File: src/common/tlul_mon_consts.svh
//////////////////////////////////////////////////////////////////////
// widths and sizes of the TL-UL link seen by the protocol monitor
// include wherever a bus width or the counter width is needed
//////////////////////////////////////////////////////////////////////

`ifndef TLUL_MON_CONSTS_SVH
`define TLUL_MON_CONSTS_SVH

// address and data bus
`define TLUL_AW 32
`define TLUL_DW 32

// byte lanes, one mask bit each
`define TLUL_DBW 4

// a_size / d_size field, log2 of the byte count
`define TLUL_SZW 2

// source ID, one pending-table entry per value
`define TLUL_AIW 4

// saturating violation counter
`define TLUL_VIOL_CNT_W 8

`endif

File: src/common/tlul_mon_pkg.sv
//////////////////////////////////////////////////////////////////////
// types shared by the TL-UL monitor blocks
// channel beats, pending-table entry and the violation flag word
//////////////////////////////////////////////////////////////////////

`include "tlul_mon_consts.svh"

package tlul_mon_pkg;

  // request opcodes, TL-UL encoding
  typedef enum logic [2:0] {
    PutFullData    = 3'h0,
    PutPartialData = 3'h1,
    Get            = 3'h4
  } tl_a_op_e;

  // response opcodes
  typedef enum logic [2:0] {
    AccessAck     = 3'h0,
    AccessAckData = 3'h1
  } tl_d_op_e;

  // one beat on the request channel
  typedef struct packed {
    logic                   a_valid;
    tl_a_op_e               a_opcode;
    logic [2:0]             a_param;
    logic [`TLUL_SZW-1:0]   a_size;
    logic [`TLUL_AIW-1:0]   a_source;
    logic [`TLUL_AW-1:0]    a_address;
    logic [`TLUL_DBW-1:0]   a_mask;
    logic [`TLUL_DW-1:0]    a_data;
  } tl_a_chan_t;

  // one beat on the response channel
  typedef struct packed {
    logic                   d_valid;
    tl_d_op_e               d_opcode;
    logic [2:0]             d_param;
    logic [`TLUL_SZW-1:0]   d_size;
    logic [`TLUL_AIW-1:0]   d_source;
    logic [`TLUL_DW-1:0]    d_data;
    logic                   d_error;
  } tl_d_chan_t;

  // what the monitor remembers about an accepted request
  typedef struct packed {
    logic                   pend;
    tl_a_op_e               opcode;
    logic [`TLUL_SZW-1:0]   size;
    logic [`TLUL_DBW-1:0]   mask;
  } pend_entry_t;

  // one flag per protocol rule, A-channel rules first
  typedef struct packed {
    logic a_opcode_bad;
    logic a_param_bad;
    logic size_mask_bad;
    logic full_mask_bad;
    logic addr_unaligned;
    logic mask_gapped;
    logic src_busy;
    logic d_opcode_bad;
    logic d_param_bad;
    logic d_size_bad;
    logic rsp_orphan;
  } viol_t;

endpackage

File: src/rtl/tlul_monitor/tlul_monitor_top.sv
//////////////////////////////////////////////////////////////////////
// TL-UL protocol monitor, top level
// connect to one link, both channels and both readies as inputs
// violations come out as registered pulses, sticky flags and a count
//////////////////////////////////////////////////////////////////////

`timescale 1ns/10ps

`include "tlul_mon_consts.svh"

module tlul_monitor_top
  import tlul_mon_pkg::*;
(
  input  logic                        clk_i,
  input  logic                        rst_ni,
  // request channel and its ready from the device
  input  tl_a_chan_t                  a_chan_i,
  input  logic                        a_ready_i,
  // response channel and its ready from the host
  input  tl_d_chan_t                  d_chan_i,
  input  logic                        d_ready_i,
  // violation reporting
  output viol_t                       viol_o,
  output viol_t                       sticky_o,
  output logic [`TLUL_VIOL_CNT_W-1:0] count_o,
  output logic                        busy_o
);

  // table lookups
  logic        a_src_pend;
  pend_entry_t d_entry;

  // unregistered flags from the two rule blocks
  viol_t       req_viol;
  viol_t       rsp_viol;

  tlul_pend_table u_pend_table (
    .clk_i        (clk_i),
    .rst_ni       (rst_ni),
    .a_chan_i     (a_chan_i),
    .a_ready_i    (a_ready_i),
    .d_chan_i     (d_chan_i),
    .d_ready_i    (d_ready_i),
    .a_src_pend_o (a_src_pend),
    .d_entry_o    (d_entry),
    .busy_o       (busy_o)
  );

  tlul_req_rules u_req_rules (
    .a_chan_i     (a_chan_i),
    .a_src_pend_i (a_src_pend),
    .viol_o       (req_viol)
  );

  tlul_rsp_rules u_rsp_rules (
    .d_chan_i  (d_chan_i),
    .d_entry_i (d_entry),
    .viol_o    (rsp_viol)
  );

  tlul_viol_log u_viol_log (
    .clk_i      (clk_i),
    .rst_ni     (rst_ni),
    .req_viol_i (req_viol),
    .rsp_viol_i (rsp_viol),
    .viol_o     (viol_o),
    .sticky_o   (sticky_o),
    .count_o    (count_o)
  );

endmodule

File: src/rtl/tlul_monitor/tlul_pend_table.sv
//////////////////////////////////////////////////////////////////////
// pending-request table of the TL-UL monitor, one entry per source
// written by accepted A beats, released by accepted D beats
// offers a pend lookup at a_source and a full entry at d_source
//////////////////////////////////////////////////////////////////////

`timescale 1ns/10ps

`include "tlul_mon_consts.svh"

module tlul_pend_table
  import tlul_mon_pkg::*;
(
  input  logic        clk_i,
  input  logic        rst_ni,
  input  tl_a_chan_t  a_chan_i,
  input  logic        a_ready_i,
  input  tl_d_chan_t  d_chan_i,
  input  logic        d_ready_i,
  output logic        a_src_pend_o,
  output pend_entry_t d_entry_o,
  output logic        busy_o
);

  localparam int unsigned NUM_SRC = 2 ** `TLUL_AIW;

  // beats taken by the receiver this cycle
  logic a_acc;
  logic d_acc;

  // pend bits are control state, the rest is request payload
  logic [NUM_SRC-1:0]  pend_q;
  tl_a_op_e            opcode_q [NUM_SRC];
  logic [`TLUL_SZW-1:0] size_q  [NUM_SRC];
  logic [`TLUL_DBW-1:0] mask_q  [NUM_SRC];

  assign a_acc = a_chan_i.a_valid & a_ready_i;
  assign d_acc = d_chan_i.d_valid & d_ready_i;

  //////////////////////////////////////////////////////////////////////
  // table update
  //////////////////////////////////////////////////////////////////////

  // clear first, then set, so a request on the source being
  // answered in the same cycle keeps it pending
  always_ff @(posedge clk_i or negedge rst_ni) begin
    if (!rst_ni) begin
      pend_q <= '0;
    end else begin
      if (d_acc) begin
        pend_q[d_chan_i.d_source] <= 1'b0;
      end
      if (a_acc) begin
        pend_q[a_chan_i.a_source] <= 1'b1;
      end
    end
  end

  // opcode, size and mask of the request, needed to judge its response
  always_ff @(posedge clk_i) begin
    if (a_acc) begin
      opcode_q[a_chan_i.a_source] <= a_chan_i.a_opcode;
      size_q[a_chan_i.a_source]   <= a_chan_i.a_size;
      mask_q[a_chan_i.a_source]   <= a_chan_i.a_mask;
    end
  end

  //////////////////////////////////////////////////////////////////////
  // lookups
  //////////////////////////////////////////////////////////////////////

  // duplicate-source check on the request side
  assign a_src_pend_o = pend_q[a_chan_i.a_source];

  // entry the current response is matched against
  assign d_entry_o.pend   = pend_q[d_chan_i.d_source];
  assign d_entry_o.opcode = opcode_q[d_chan_i.d_source];
  assign d_entry_o.size   = size_q[d_chan_i.d_source];
  assign d_entry_o.mask   = mask_q[d_chan_i.d_source];

  // any request still outstanding
  assign busy_o = |pend_q;

endmodule

File: src/rtl/tlul_monitor/tlul_req_rules.sv
//////////////////////////////////////////////////////////////////////
// request-channel rule checks of the TL-UL monitor
// purely combinational, flags follow the A beat while a_valid is high
// only the A-side fields of the violation word are ever set here
//////////////////////////////////////////////////////////////////////

`timescale 1ns/10ps

`include "tlul_mon_consts.svh"

module tlul_req_rules
  import tlul_mon_pkg::*;
(
  input  tl_a_chan_t a_chan_i,
  input  logic       a_src_pend_i,
  output viol_t      viol_o
);

  // byte count of a transfer, up to 2**(2**SZW - 1)
  localparam int unsigned BYTES_W = 2 ** `TLUL_SZW;
  // enough bits to count every mask lane
  localparam int unsigned ONES_W  = $clog2(`TLUL_DBW + 1);

  // number of set bits in a lane vector
  function automatic logic [ONES_W-1:0] count_ones(input logic [`TLUL_DBW-1:0] vec);
    logic [ONES_W-1:0] n;
    n = '0;
    for (int i = 0; i < `TLUL_DBW; i++) begin
      n = n + ONES_W'(vec[i]);
    end
    return n;
  endfunction

  logic [BYTES_W-1:0]  size_bytes;
  logic [BYTES_W-2:0]  ofs_mask;
  logic [ONES_W-1:0]   mask_ones;
  logic [`TLUL_DBW-1:0] mask_edges;
  logic [ONES_W-1:0]   edge_ones;
  logic                op_legal;

  //////////////////////////////////////////////////////////////////////
  // derived values
  //////////////////////////////////////////////////////////////////////

  assign size_bytes = BYTES_W'(1) << a_chan_i.a_size;

  // low address bits that must be zero for this size
  // the largest size wraps to all ones in the dropped top bit
  assign ofs_mask = size_bytes[BYTES_W-2:0] - 1'b1;

  assign mask_ones = count_ones(a_chan_i.a_mask);

  // a 0/1 transition between neighbouring lanes
  // a contiguous run has at most two of them
  assign mask_edges = a_chan_i.a_mask ^ {a_chan_i.a_mask[`TLUL_DBW-2:0], 1'b0};
  assign edge_ones  = count_ones(mask_edges);

  assign op_legal = a_chan_i.a_opcode inside {Get, PutFullData, PutPartialData};

  //////////////////////////////////////////////////////////////////////
  // rule flags
  //////////////////////////////////////////////////////////////////////

  always_comb begin
    viol_o = '0;
    if (a_chan_i.a_valid) begin
      viol_o.a_opcode_bad = !op_legal;
      viol_o.a_param_bad  = a_chan_i.a_param != '0;
      // reads and partial writes may touch fewer lanes than the size
      viol_o.size_mask_bad = (a_chan_i.a_opcode inside {Get, PutPartialData}) &&
                             (size_bytes < BYTES_W'(mask_ones));
      // full writes must touch exactly size bytes
      viol_o.full_mask_bad = (a_chan_i.a_opcode == PutFullData) &&
                             (size_bytes != BYTES_W'(mask_ones));
      viol_o.addr_unaligned = |(a_chan_i.a_address[BYTES_W-2:0] & ofs_mask);
      viol_o.mask_gapped    = (a_chan_i.a_opcode != PutPartialData) &&
                              (edge_ones > ONES_W'(2));
      // source already has a request outstanding
      viol_o.src_busy = a_src_pend_i;
    end
  end

endmodule

File: src/rtl/tlul_monitor/tlul_rsp_rules.sv
//////////////////////////////////////////////////////////////////////
// response-channel rule checks of the TL-UL monitor
// compares the D beat with the table entry of its source
// combinational, only D-side flags, only while d_valid is high
//////////////////////////////////////////////////////////////////////

`timescale 1ns/10ps

`include "tlul_mon_consts.svh"

module tlul_rsp_rules
  import tlul_mon_pkg::*;
(
  input  tl_d_chan_t  d_chan_i,
  input  pend_entry_t d_entry_i,
  output viol_t       viol_o
);

  // response opcode the stored request calls for
  tl_d_op_e exp_opcode;
  // response has a request to answer
  logic     has_req;

  assign exp_opcode = (d_entry_i.opcode == Get) ? AccessAckData : AccessAck;
  assign has_req    = d_entry_i.pend;

  //////////////////////////////////////////////////////////////////////
  // rule flags
  //////////////////////////////////////////////////////////////////////

  always_comb begin
    viol_o = '0;
    if (d_chan_i.d_valid) begin
      // reserved field
      viol_o.d_param_bad = d_chan_i.d_param != '0;

      // opcode and size only mean something against a live entry
      // an orphan response reports just the missing request
      viol_o.d_opcode_bad = has_req && (d_chan_i.d_opcode != exp_opcode);
      viol_o.d_size_bad   = has_req && (d_chan_i.d_size != d_entry_i.size);

      viol_o.rsp_orphan = !has_req;
    end
  end

endmodule

File: src/rtl/tlul_monitor/tlul_viol_log.sv
//////////////////////////////////////////////////////////////////////
// violation log of the TL-UL monitor
// registers the merged rule flags, keeps a sticky copy and counts
// every cycle with at least one violation, saturating at the top
//////////////////////////////////////////////////////////////////////

`timescale 1ns/10ps

`include "tlul_mon_consts.svh"

module tlul_viol_log
  import tlul_mon_pkg::*;
(
  input  logic                        clk_i,
  input  logic                        rst_ni,
  input  viol_t                       req_viol_i,
  input  viol_t                       rsp_viol_i,
  output viol_t                       viol_o,
  output viol_t                       sticky_o,
  output logic [`TLUL_VIOL_CNT_W-1:0] count_o
);

  // the two rule blocks set disjoint fields
  viol_t                       viol_d;
  logic                        any_viol;
  logic                        cnt_full;

  viol_t                       viol_q;
  viol_t                       sticky_q;
  logic [`TLUL_VIOL_CNT_W-1:0] cnt_q;

  assign viol_d   = viol_t'(req_viol_i | rsp_viol_i);
  assign any_viol = |viol_d;
  assign cnt_full = &cnt_q;

  //////////////////////////////////////////////////////////////////////
  // flag registers
  //////////////////////////////////////////////////////////////////////

  // sticky takes the new flags at the same edge as the pulse
  always_ff @(posedge clk_i or negedge rst_ni) begin
    if (!rst_ni) begin
      viol_q   <= '0;
      sticky_q <= '0;
    end else begin
      viol_q   <= viol_d;
      sticky_q <= viol_t'(sticky_q | viol_d);
    end
  end

  //////////////////////////////////////////////////////////////////////
  // saturating counter
  //////////////////////////////////////////////////////////////////////

  // one step per violating cycle, whatever the number of flags
  always_ff @(posedge clk_i or negedge rst_ni) begin
    if (!rst_ni) begin
      cnt_q <= '0;
    end else if (any_viol && !cnt_full) begin
      cnt_q <= cnt_q + 1'b1;
    end
  end

  assign viol_o   = viol_q;
  assign sticky_o = sticky_q;
  assign count_o  = cnt_q;

endmodule

File: config.mk
export PLATFORM = sky130hd
export DESIGN_NAME = tlul_monitor_top
export DESIGN_NICKNAME = d
export VERILOG_FILES = /design/src/common/tlul_mon_pkg.sv /design/src/rtl/tlul_monitor/tlul_monitor_top.sv /design/src/rtl/tlul_monitor/tlul_pend_table.sv /design/src/rtl/tlul_monitor/tlul_req_rules.sv /design/src/rtl/tlul_monitor/tlul_rsp_rules.sv /design/src/rtl/tlul_monitor/tlul_viol_log.sv
export VERILOG_INCLUDE_DIRS = /design/src /design/src/common
export SDC_FILE = /design/constraint.sdc
export NUM_CORES = 1
export LEC_CHECK = 0
export BUFFER_PORTS_ARGS = -buffer_cell sky130_fd_sc_hd__buf_4
export CAP_MARGIN = 25
export CORE_MARGIN = 5
export CORE_UTILIZATION = 47
export DETAILED_ROUTE_END_ITERATION = 10
export GPL_TIMING_DRIVEN = 0
export PLACE_DENSITY = 0.76
export SKIP_CTS_REPAIR_TIMING = 1
export SKIP_LAST_GASP = 1
export SYNTH_ARGS = -nofsm -noshare
export SYNTH_HDL_FRONTEND = slang
export SYNTH_SLANG_ARGS = --single-unit
File: constraint.sdc
create_clock -name clk_i -period 2.7 [get_ports clk_i]
set_clock_uncertainty 0.2 [all_clocks]
set_input_delay 0 -clock clk_i [delete_from_list [all_inputs] [get_ports clk_i]]
set_output_delay 0 -clock clk_i [all_outputs]
set_load 0.02 [all_outputs]
==> flow_summary.yaml, run 1 <==
power:
  ir_drop_v: 0.0004110
  swShare_pct: 26.50
  p_leak_nw: 2.754
  p_int_mw: 4.012
  pwr-share-clk_pct: 39.4
  p_comb_share_pct: 17.0
  power.density_nw_per_um2: 757.9
  seqPwrFrac_pct: 43.5
  fin_total_pwr_mw: 5.459
  power_switching_mw: 1.446
detailed_routing:
  drtPass1Iterations: 4
  routedWlPerCell_um: 20.88
  wl_um: 13740
  drc_errors: 0
  postRouteAntennaNets: 0
  drt-vias-per-instance: 5.819
  drtIter0Drc: 505
  dr_total_vias: 3829
cts:
  cts_tree: "built"
  insertion_delay_ns: 0.41
  cts-root-buf: "clkbuf_16"
  cts_htree_levels: 4
  clk_pin_slew_ns: 0.05
  clockBufferDepth: 2
  cts_sinks: 126
  cts_buffers: 17
sta:
  period_minus_slack_ns: 2.792
  tightestPinTransition_ns: 0.9194
  finalHoldViolations: 5
  holdWs_ns: -0.01781
  slew_headroom_pct: 38.23
  layout_setup_ws_ns: -0.09231
  max_freq_mhz: 358.1
  setup_viol: 5
  min_period_over_period_pct: 103.4
  slew_violations: 0
  rsz0062_at_grt: "yes"
synth:
  syn_nets: 537
  syn_avg_cell_area_um2: 14.18
  synth_largest_area_cell: "edfxtp_1"
  synth_edf_count: 80
  ys_types: 49
  yosysMostFrequentCell: "edfxtp_1"
  synth_ff_type: "edfxtp_1"
  synth_area_leaders: "edfxtp_1 (43%), dfrtp_1 (21%), mux4_2 (6.8%), o21ai_0 (3.0%), ha_1 (2.0%)"
  ys_seq_elements: 126
  yosysWarnings: 0
  synth_common_cells: "edfxtp_1 (80), dfrtp_1 (46), o21ai_0 (34)"
  synth_area_um2: 5602
  synth.top_cell.area_share_pct: 42.89
  async_flop_share_pct: 36.51
  synthCells: 395
  synth-seq-area-share_pct: 63.44
setup_path:
  crit_path_max_fanout: 6
  critical_path.startpoint_type: "flip-flop"
  critPathSlowestCell: "mux4_2"
  crit_required_ns: 2.79
  end_kind: "flip-flop"
  critPathTopFamily: "multiplexers"
  critical_path.n_buffers_inverters: 1
  slowest_delay_ns: 0.48
  crit_chain: "mux4_2 > nand2b_1 > nand4_1 > nor4_4 > mux2i_4 > buf_4 > a21oi_4 > mux2_4"
  crit_type: "flip-flop to flip-flop"
  arrival_ns: 2.88
floorplanning:
  pin_count: 162
  die_area_um2: 14200
  rows: 39
  core_um2: 11560
  die_h_um: 119.2
  die_w_um: 119.2
  initial_core_util_pct: 48.44
global_routing:
  antenna_found_initial: 0
  grt-ovfl-total: 0
  grt_max_degree: 47
  track_usage_pct: 19.22
  grt_pass1_wl_um: 21080
  grt_pass1_vias: 3856
place:
  preCtsSetupSlack_ns: -0.4270
  port_buffers: 61
  hpwl_um: 9117
  gp_congestion: 0.8691
  placed_area_um2: 6255
cells_and_area:
  fin_nets: 644
  antenna_cells: 0
  drive_gt1_share_pct: 30.49
  fill_cells: 838
  fin_area_um2: 7202
  areaGrowthSynthToFinish_pct: 28.57
status:
  status: "finished, violations left"
  failed_checks: "hold timing, setup timing"
flow_run:
  cap_violations: 0
hold_path:
  hold_class: "input port to flip-flop"
-- tightest hold or removal path: stages --
cell	delay [ns]
buf_2	0.16
nand2_1	0.25
o21ai_0	0.12
-- layer usage --
layer | vias up | track usage, % | share of wire [%]
li1 | 1706 | - | -
met1 | 1936 | 24.59 | 39
met2 | 164 | 31.51 | 52
met3 | 23 | 5.498 | 6.5
met4 | 0 | 6.734 | 2.5
met5 | - | 0 | 0
-- cell usage in the layout, fill, tap and decap left out, drive strengths merged, types with 3 or more instances in the layout --
cell and count:
nor2b 5, nor4 5, inv 22, ha 9
nand3 7, nand4b 4, nor4bb 4, clkinv 6
dfrtp 46, buf 78, or3 3, nor2 22
mux2i 11, edfxtp 80, nand2 13, xor2 5
xnor2 8, a21oi 9, a22o 3, o31ai 4
o21ai 34, nand2b 17, nor3 6, dlygate4sd3 22
nand4 9, mux4 19, or2 9, clkbuf 28
and3 4
-- path summary, 6_finish.rpt --
path	startpoint	endpoint	slack, ns	cells after the start
setup / recovery	u_pend_table.opcode_q[3][1]	u_viol_log.count_o[1]	-0.09	8
min in group asynchronous	rst_ni	u_viol_log.count_o[1]	0.39	3
max in group asynchronous	rst_ni	u_viol_log.viol_o[4]	1.49	4
hold / removal	a_chan_i[68]	u_pend_table.pend_q[13]	-0.02	3
setup reg to reg	u_pend_table.opcode_q[3][1]	u_viol_log.count_o[1]	-0.09	8
hold reg to reg	u_viol_log.sticky_o[6]	u_viol_log.sticky_o[6]	0.26	1
-- power by group through the flow --
stage	Combinational [mW]	Sequential [mW]	Clock, mW
finish	0.929	2.38	2.15
global route	1.00	2.40	2.27
CTS	0.847	2.37	2.17
detailed placement	0.835	2.40	0
global placement	0.803	2.39	0
floorplan	0.419	2.45	0
-- cell type report --
cell class	instances	area, µm²	area share, %
Sequential cell	126	3553	49.34
Multi-Input combinational cell	232	2003	27.81
Timing Repair Buffer	88	728.2	10.11
Clock buffer	23	520.5	7.227
Tap cell	143	178.9	2.484
Buffer	17	88.84	1.233
Inverter	20	75.07	1.042
Clock inverter	9	53.80	0.7470
-- cell families after synthesis --
family / Yosys count / share of synthesized area, %
AND/OR/NAND/NOR: 116 / 11.97
buffers and inverters: 37 / 2.926
adder cells (fa/ha/maj): 11 / 2.725
XOR/XNOR: 13 / 2.033
flip-flops: 126 / 63.44
AO/OA/AOI/OAI: 60 / 6.701
multiplexers: 32 / 10.21
-- state kept, by name (all words and copies together) (netlist names) --
register,count
u_viol_log.sticky_o,11
u_pend_table.opcode_q,48
u_pend_table.size_q,32
u_pend_table.pend_q,16
u_viol_log.viol_o,11
u_viol_log.count_o,8
-- through the flow --
| step | hold slack (ns) | instances | util [%] | TNS [ns] |
|---|---|---|---|---|
| floorplan | -0.4956 | 395 | - | 0 |
| finish | -0.01781 | 658 | 62.27 | -0.3624 |
| global route | 0.01233 | 658 | 62.27 | -0.8908 |
| CTS | -0.5958 | 631 | 59.05 | -1.255 |
| global placement | -0.1760 | 599 | 54.08 | -2.179 |
| detailed placement | -0.1645 | 599 | 54.08 | -2.726 |
Note: power is estimated with default switching activity, not from simulation.
==> run 2, diff against run 1 <==
- clock period: 2.7 -> 2.4 ns (I/O delays scaled with it)
==> run 2 against run 1 <==
The flow still finishes with violations (hold timing, setup timing). First-iteration DRC count decreased by 26%. Critical path depth unchanged. Global-route usage increased by 0.062 points. Count of clock-buffer cells in the layout decreased by 4. Sequential power increased by 12%. Design area increased by 0.66%. Routed wire length increased by 6.0%. Sequential share of layout area decreased by 0.32 points. Maximum frequency decreased by 2.1%. Via count increased by 1.8%. Die area unchanged. Clock power increased by 9.8%.
==> flow_summary.yaml, run 2 (synthesized netlist as in run 1, its figures left out) <==
status:
  status: "finished, violations left"
  failed_checks: "hold timing, setup timing"
setup_path:
  reg2reg_depth: 8
  r2r_slack_ns: -0.45
  arrival_ns: 2.95
  reg2reg_to: "u_viol_log.count_o[6]"
  crit_chain: "mux4_2 > nand2b_1 > nand4_1 > nor4_4 > mux2i_4 > a21oi_2 > nand4_1 > mux2_4"
  slowest_delay_ns: 0.53
  crit_path_max_fanout: 3
  critical_path.startpoint_type: "flip-flop"
  timing.critical_path.mode_cell: "nand4_1"
  r2r_start: "u_pend_table.opcode_q[3][1]"
  end_kind: "flip-flop"
  critPathTopFamily: "multiplexers"
  critPathSlowestCell: "mux4_2"
  critical_path.n_buffers_inverters: 0
  crit_type: "flip-flop to flip-flop"
  crit_required_ns: 2.50
place:
  hpwl_um: 9110
  placed_area_um2: 6265
  preCtsSetupSlack_ns: -0.6594
  dp.cells: 599
  gp_congestion: 0.8885
  port_buffers: 61
cells_and_area:
  final_util_pct: 62.69
  fin_area_um2: 7249
  mostFrequentLayoutCells: "edfxtp_1 (80), buf_4 (70), dfrtp_1 (46), o21ai_0 (32), dlygate4sd3_1 (24)"
  areaGrowthSynthToFinish_pct: 29.42
  final_common_cell: "edfxtp_1"
  largest_register_ffs: 48
  fin_nets: 648
  largest_register: "u_pend_table.opcode_q"
  antenna_cells: 0
  final_cell_count_no_fill: 662
  reg_top3: "u_pend_table.opcode_q: 48 flops, u_pend_table.size_q: 32 flops, u_pend_table.pend_q: 16 flops"
  drive_gt1_share_pct: 31.60
hold_path:
  holdPathEnd: "u_viol_log.sticky_o[10]"
  hold_class: "input port to flip-flop"
  hp-start: "a_chan_i[77]"
  whs_path_depth: 4
detailed_routing:
  dr_total_vias: 3898
  drc_errors: 0
  drtIter0Drc: 376
  wl_um: 14560
  drt-vias-per-instance: 5.888
  highest_layer: "met4"
  routedWlPerCell_um: 22.00
  met2_length_um: 7169
  drtPass1Iterations: 6
  postRouteAntennaNets: 0
  wl_met1_um: 5787
  wl_met3_um: 1008
sta:
  tightestPinTransition_ns: 0.9397
  max_freq_mhz: 350.8
  fin_tns_setup_ns: -2.957
  min_period_over_period_pct: 118.8
  period_minus_slack_ns: 2.851
  finalHoldViolations: 5
  setup_viol: 10
  slew_headroom_pct: 36.87
  holdWs_ns: -0.06915
  layout_setup_ws_ns: -0.4508
  rsz0062_at_grt: "yes"
  slew_violations: 0
cts:
  cts_htree_levels: 4
  cts-root-buf: "clkbuf_16"
  clk_pin_slew_ns: 0.06
  cts_buffers: 17
  insertion_delay_ns: 0.42
  cts_tree: "built"
  clockBufferDepth: 2
  cts_sinks: 126
floorplanning:
  die_area_um2: 14200
  die_h_um: 119.2
  rows: 39
  initial_core_util_pct: 48.44
  core_um2: 11560
  die_w_um: 119.2
  pin_count: 162
global_routing:
  antenna_found_initial: 0
  track_usage_pct: 19.28
  grt-ovfl-total: 0
  grt_pass1_wl_um: 20950
  grt_max_degree: 47
  grt_pass1_vias: 3927
flow_run:
  cap_violations: 0
power:
  ir_drop_v: 0.0004480
  power.density_nw_per_um2: 843.3
  p_leak_nw: 2.757
  fin_total_pwr_mw: 6.113
## run 2: cell count changes in the layout (fill, tap and decap cells not counted), sizes merged
cell         change
buf              +2
clkbuf           -4
dlygate4sd3      +2
clkinv           +3
inv              +1
## run 2: worst max-delay path by stage
stage / endpoint / slack (ns) / cells after the start / start
2_1_floorplan: u_viol_log.count_o[6] / -0.25 / 15 / a_chan_i[33]
3_3_place_gp: u_viol_log.count_o[1] / -0.58 / 15 / a_chan_i[33]
3_5_place_dp: u_viol_log.count_o[7] / -0.66 / 16 / a_chan_i[33]
6_report: u_viol_log.count_o[6] / -0.45 / 8 / u_pend_table.opcode_q[3][1]
5_1_grt: u_viol_log.count_o[6] / -0.47 / 8 / u_pend_table.opcode_q[3][1]
4_1_cts: u_viol_log.count_o[6] / -0.54 / 8 / u_pend_table.opcode_q[14][1]
## run 2: cell type report
cell class | count | area (µm²)
tap | 143 | 178.9
buffer | 17 | 88.84
multi-input combinational | 232 | 2043
clock inverter | 13 | 87.58
sequential | 126 | 3553
clock buffer | 19 | 464.2
timing repair buffer | 92 | 750.7
fill | 810 | 4315
inverter | 20 | 82.58
## run 2: report_power, final
part / total [mW] / internal (mW) / switching (mW) / leakage, nW
clock: 2.36 / 1.40 / 0.953 / 0.278
combinational: 1.09 / 0.525 / 0.561 / 1.23
sequential: 2.67 / 2.49 / 0.180 / 1.25
## run 2: metal layers
| layer | vias up | track usage, % |
|---|---|---|
| li1 | 1709 | - |
| met1 | 1971 | 24.46 |
| met2 | 181 | 31.76 |
| met3 | 37 | 5.213 |
| met4 | 0 | 7.458 |
| met5 | - | 0 |
## run 2: worst register-to-register path: cells and delay by family (launching register included)
family	cells	cell delay, ns
mux	3	1.21
compound gates	1	0.11
flops	1	0.42
simple gates	4	0.79
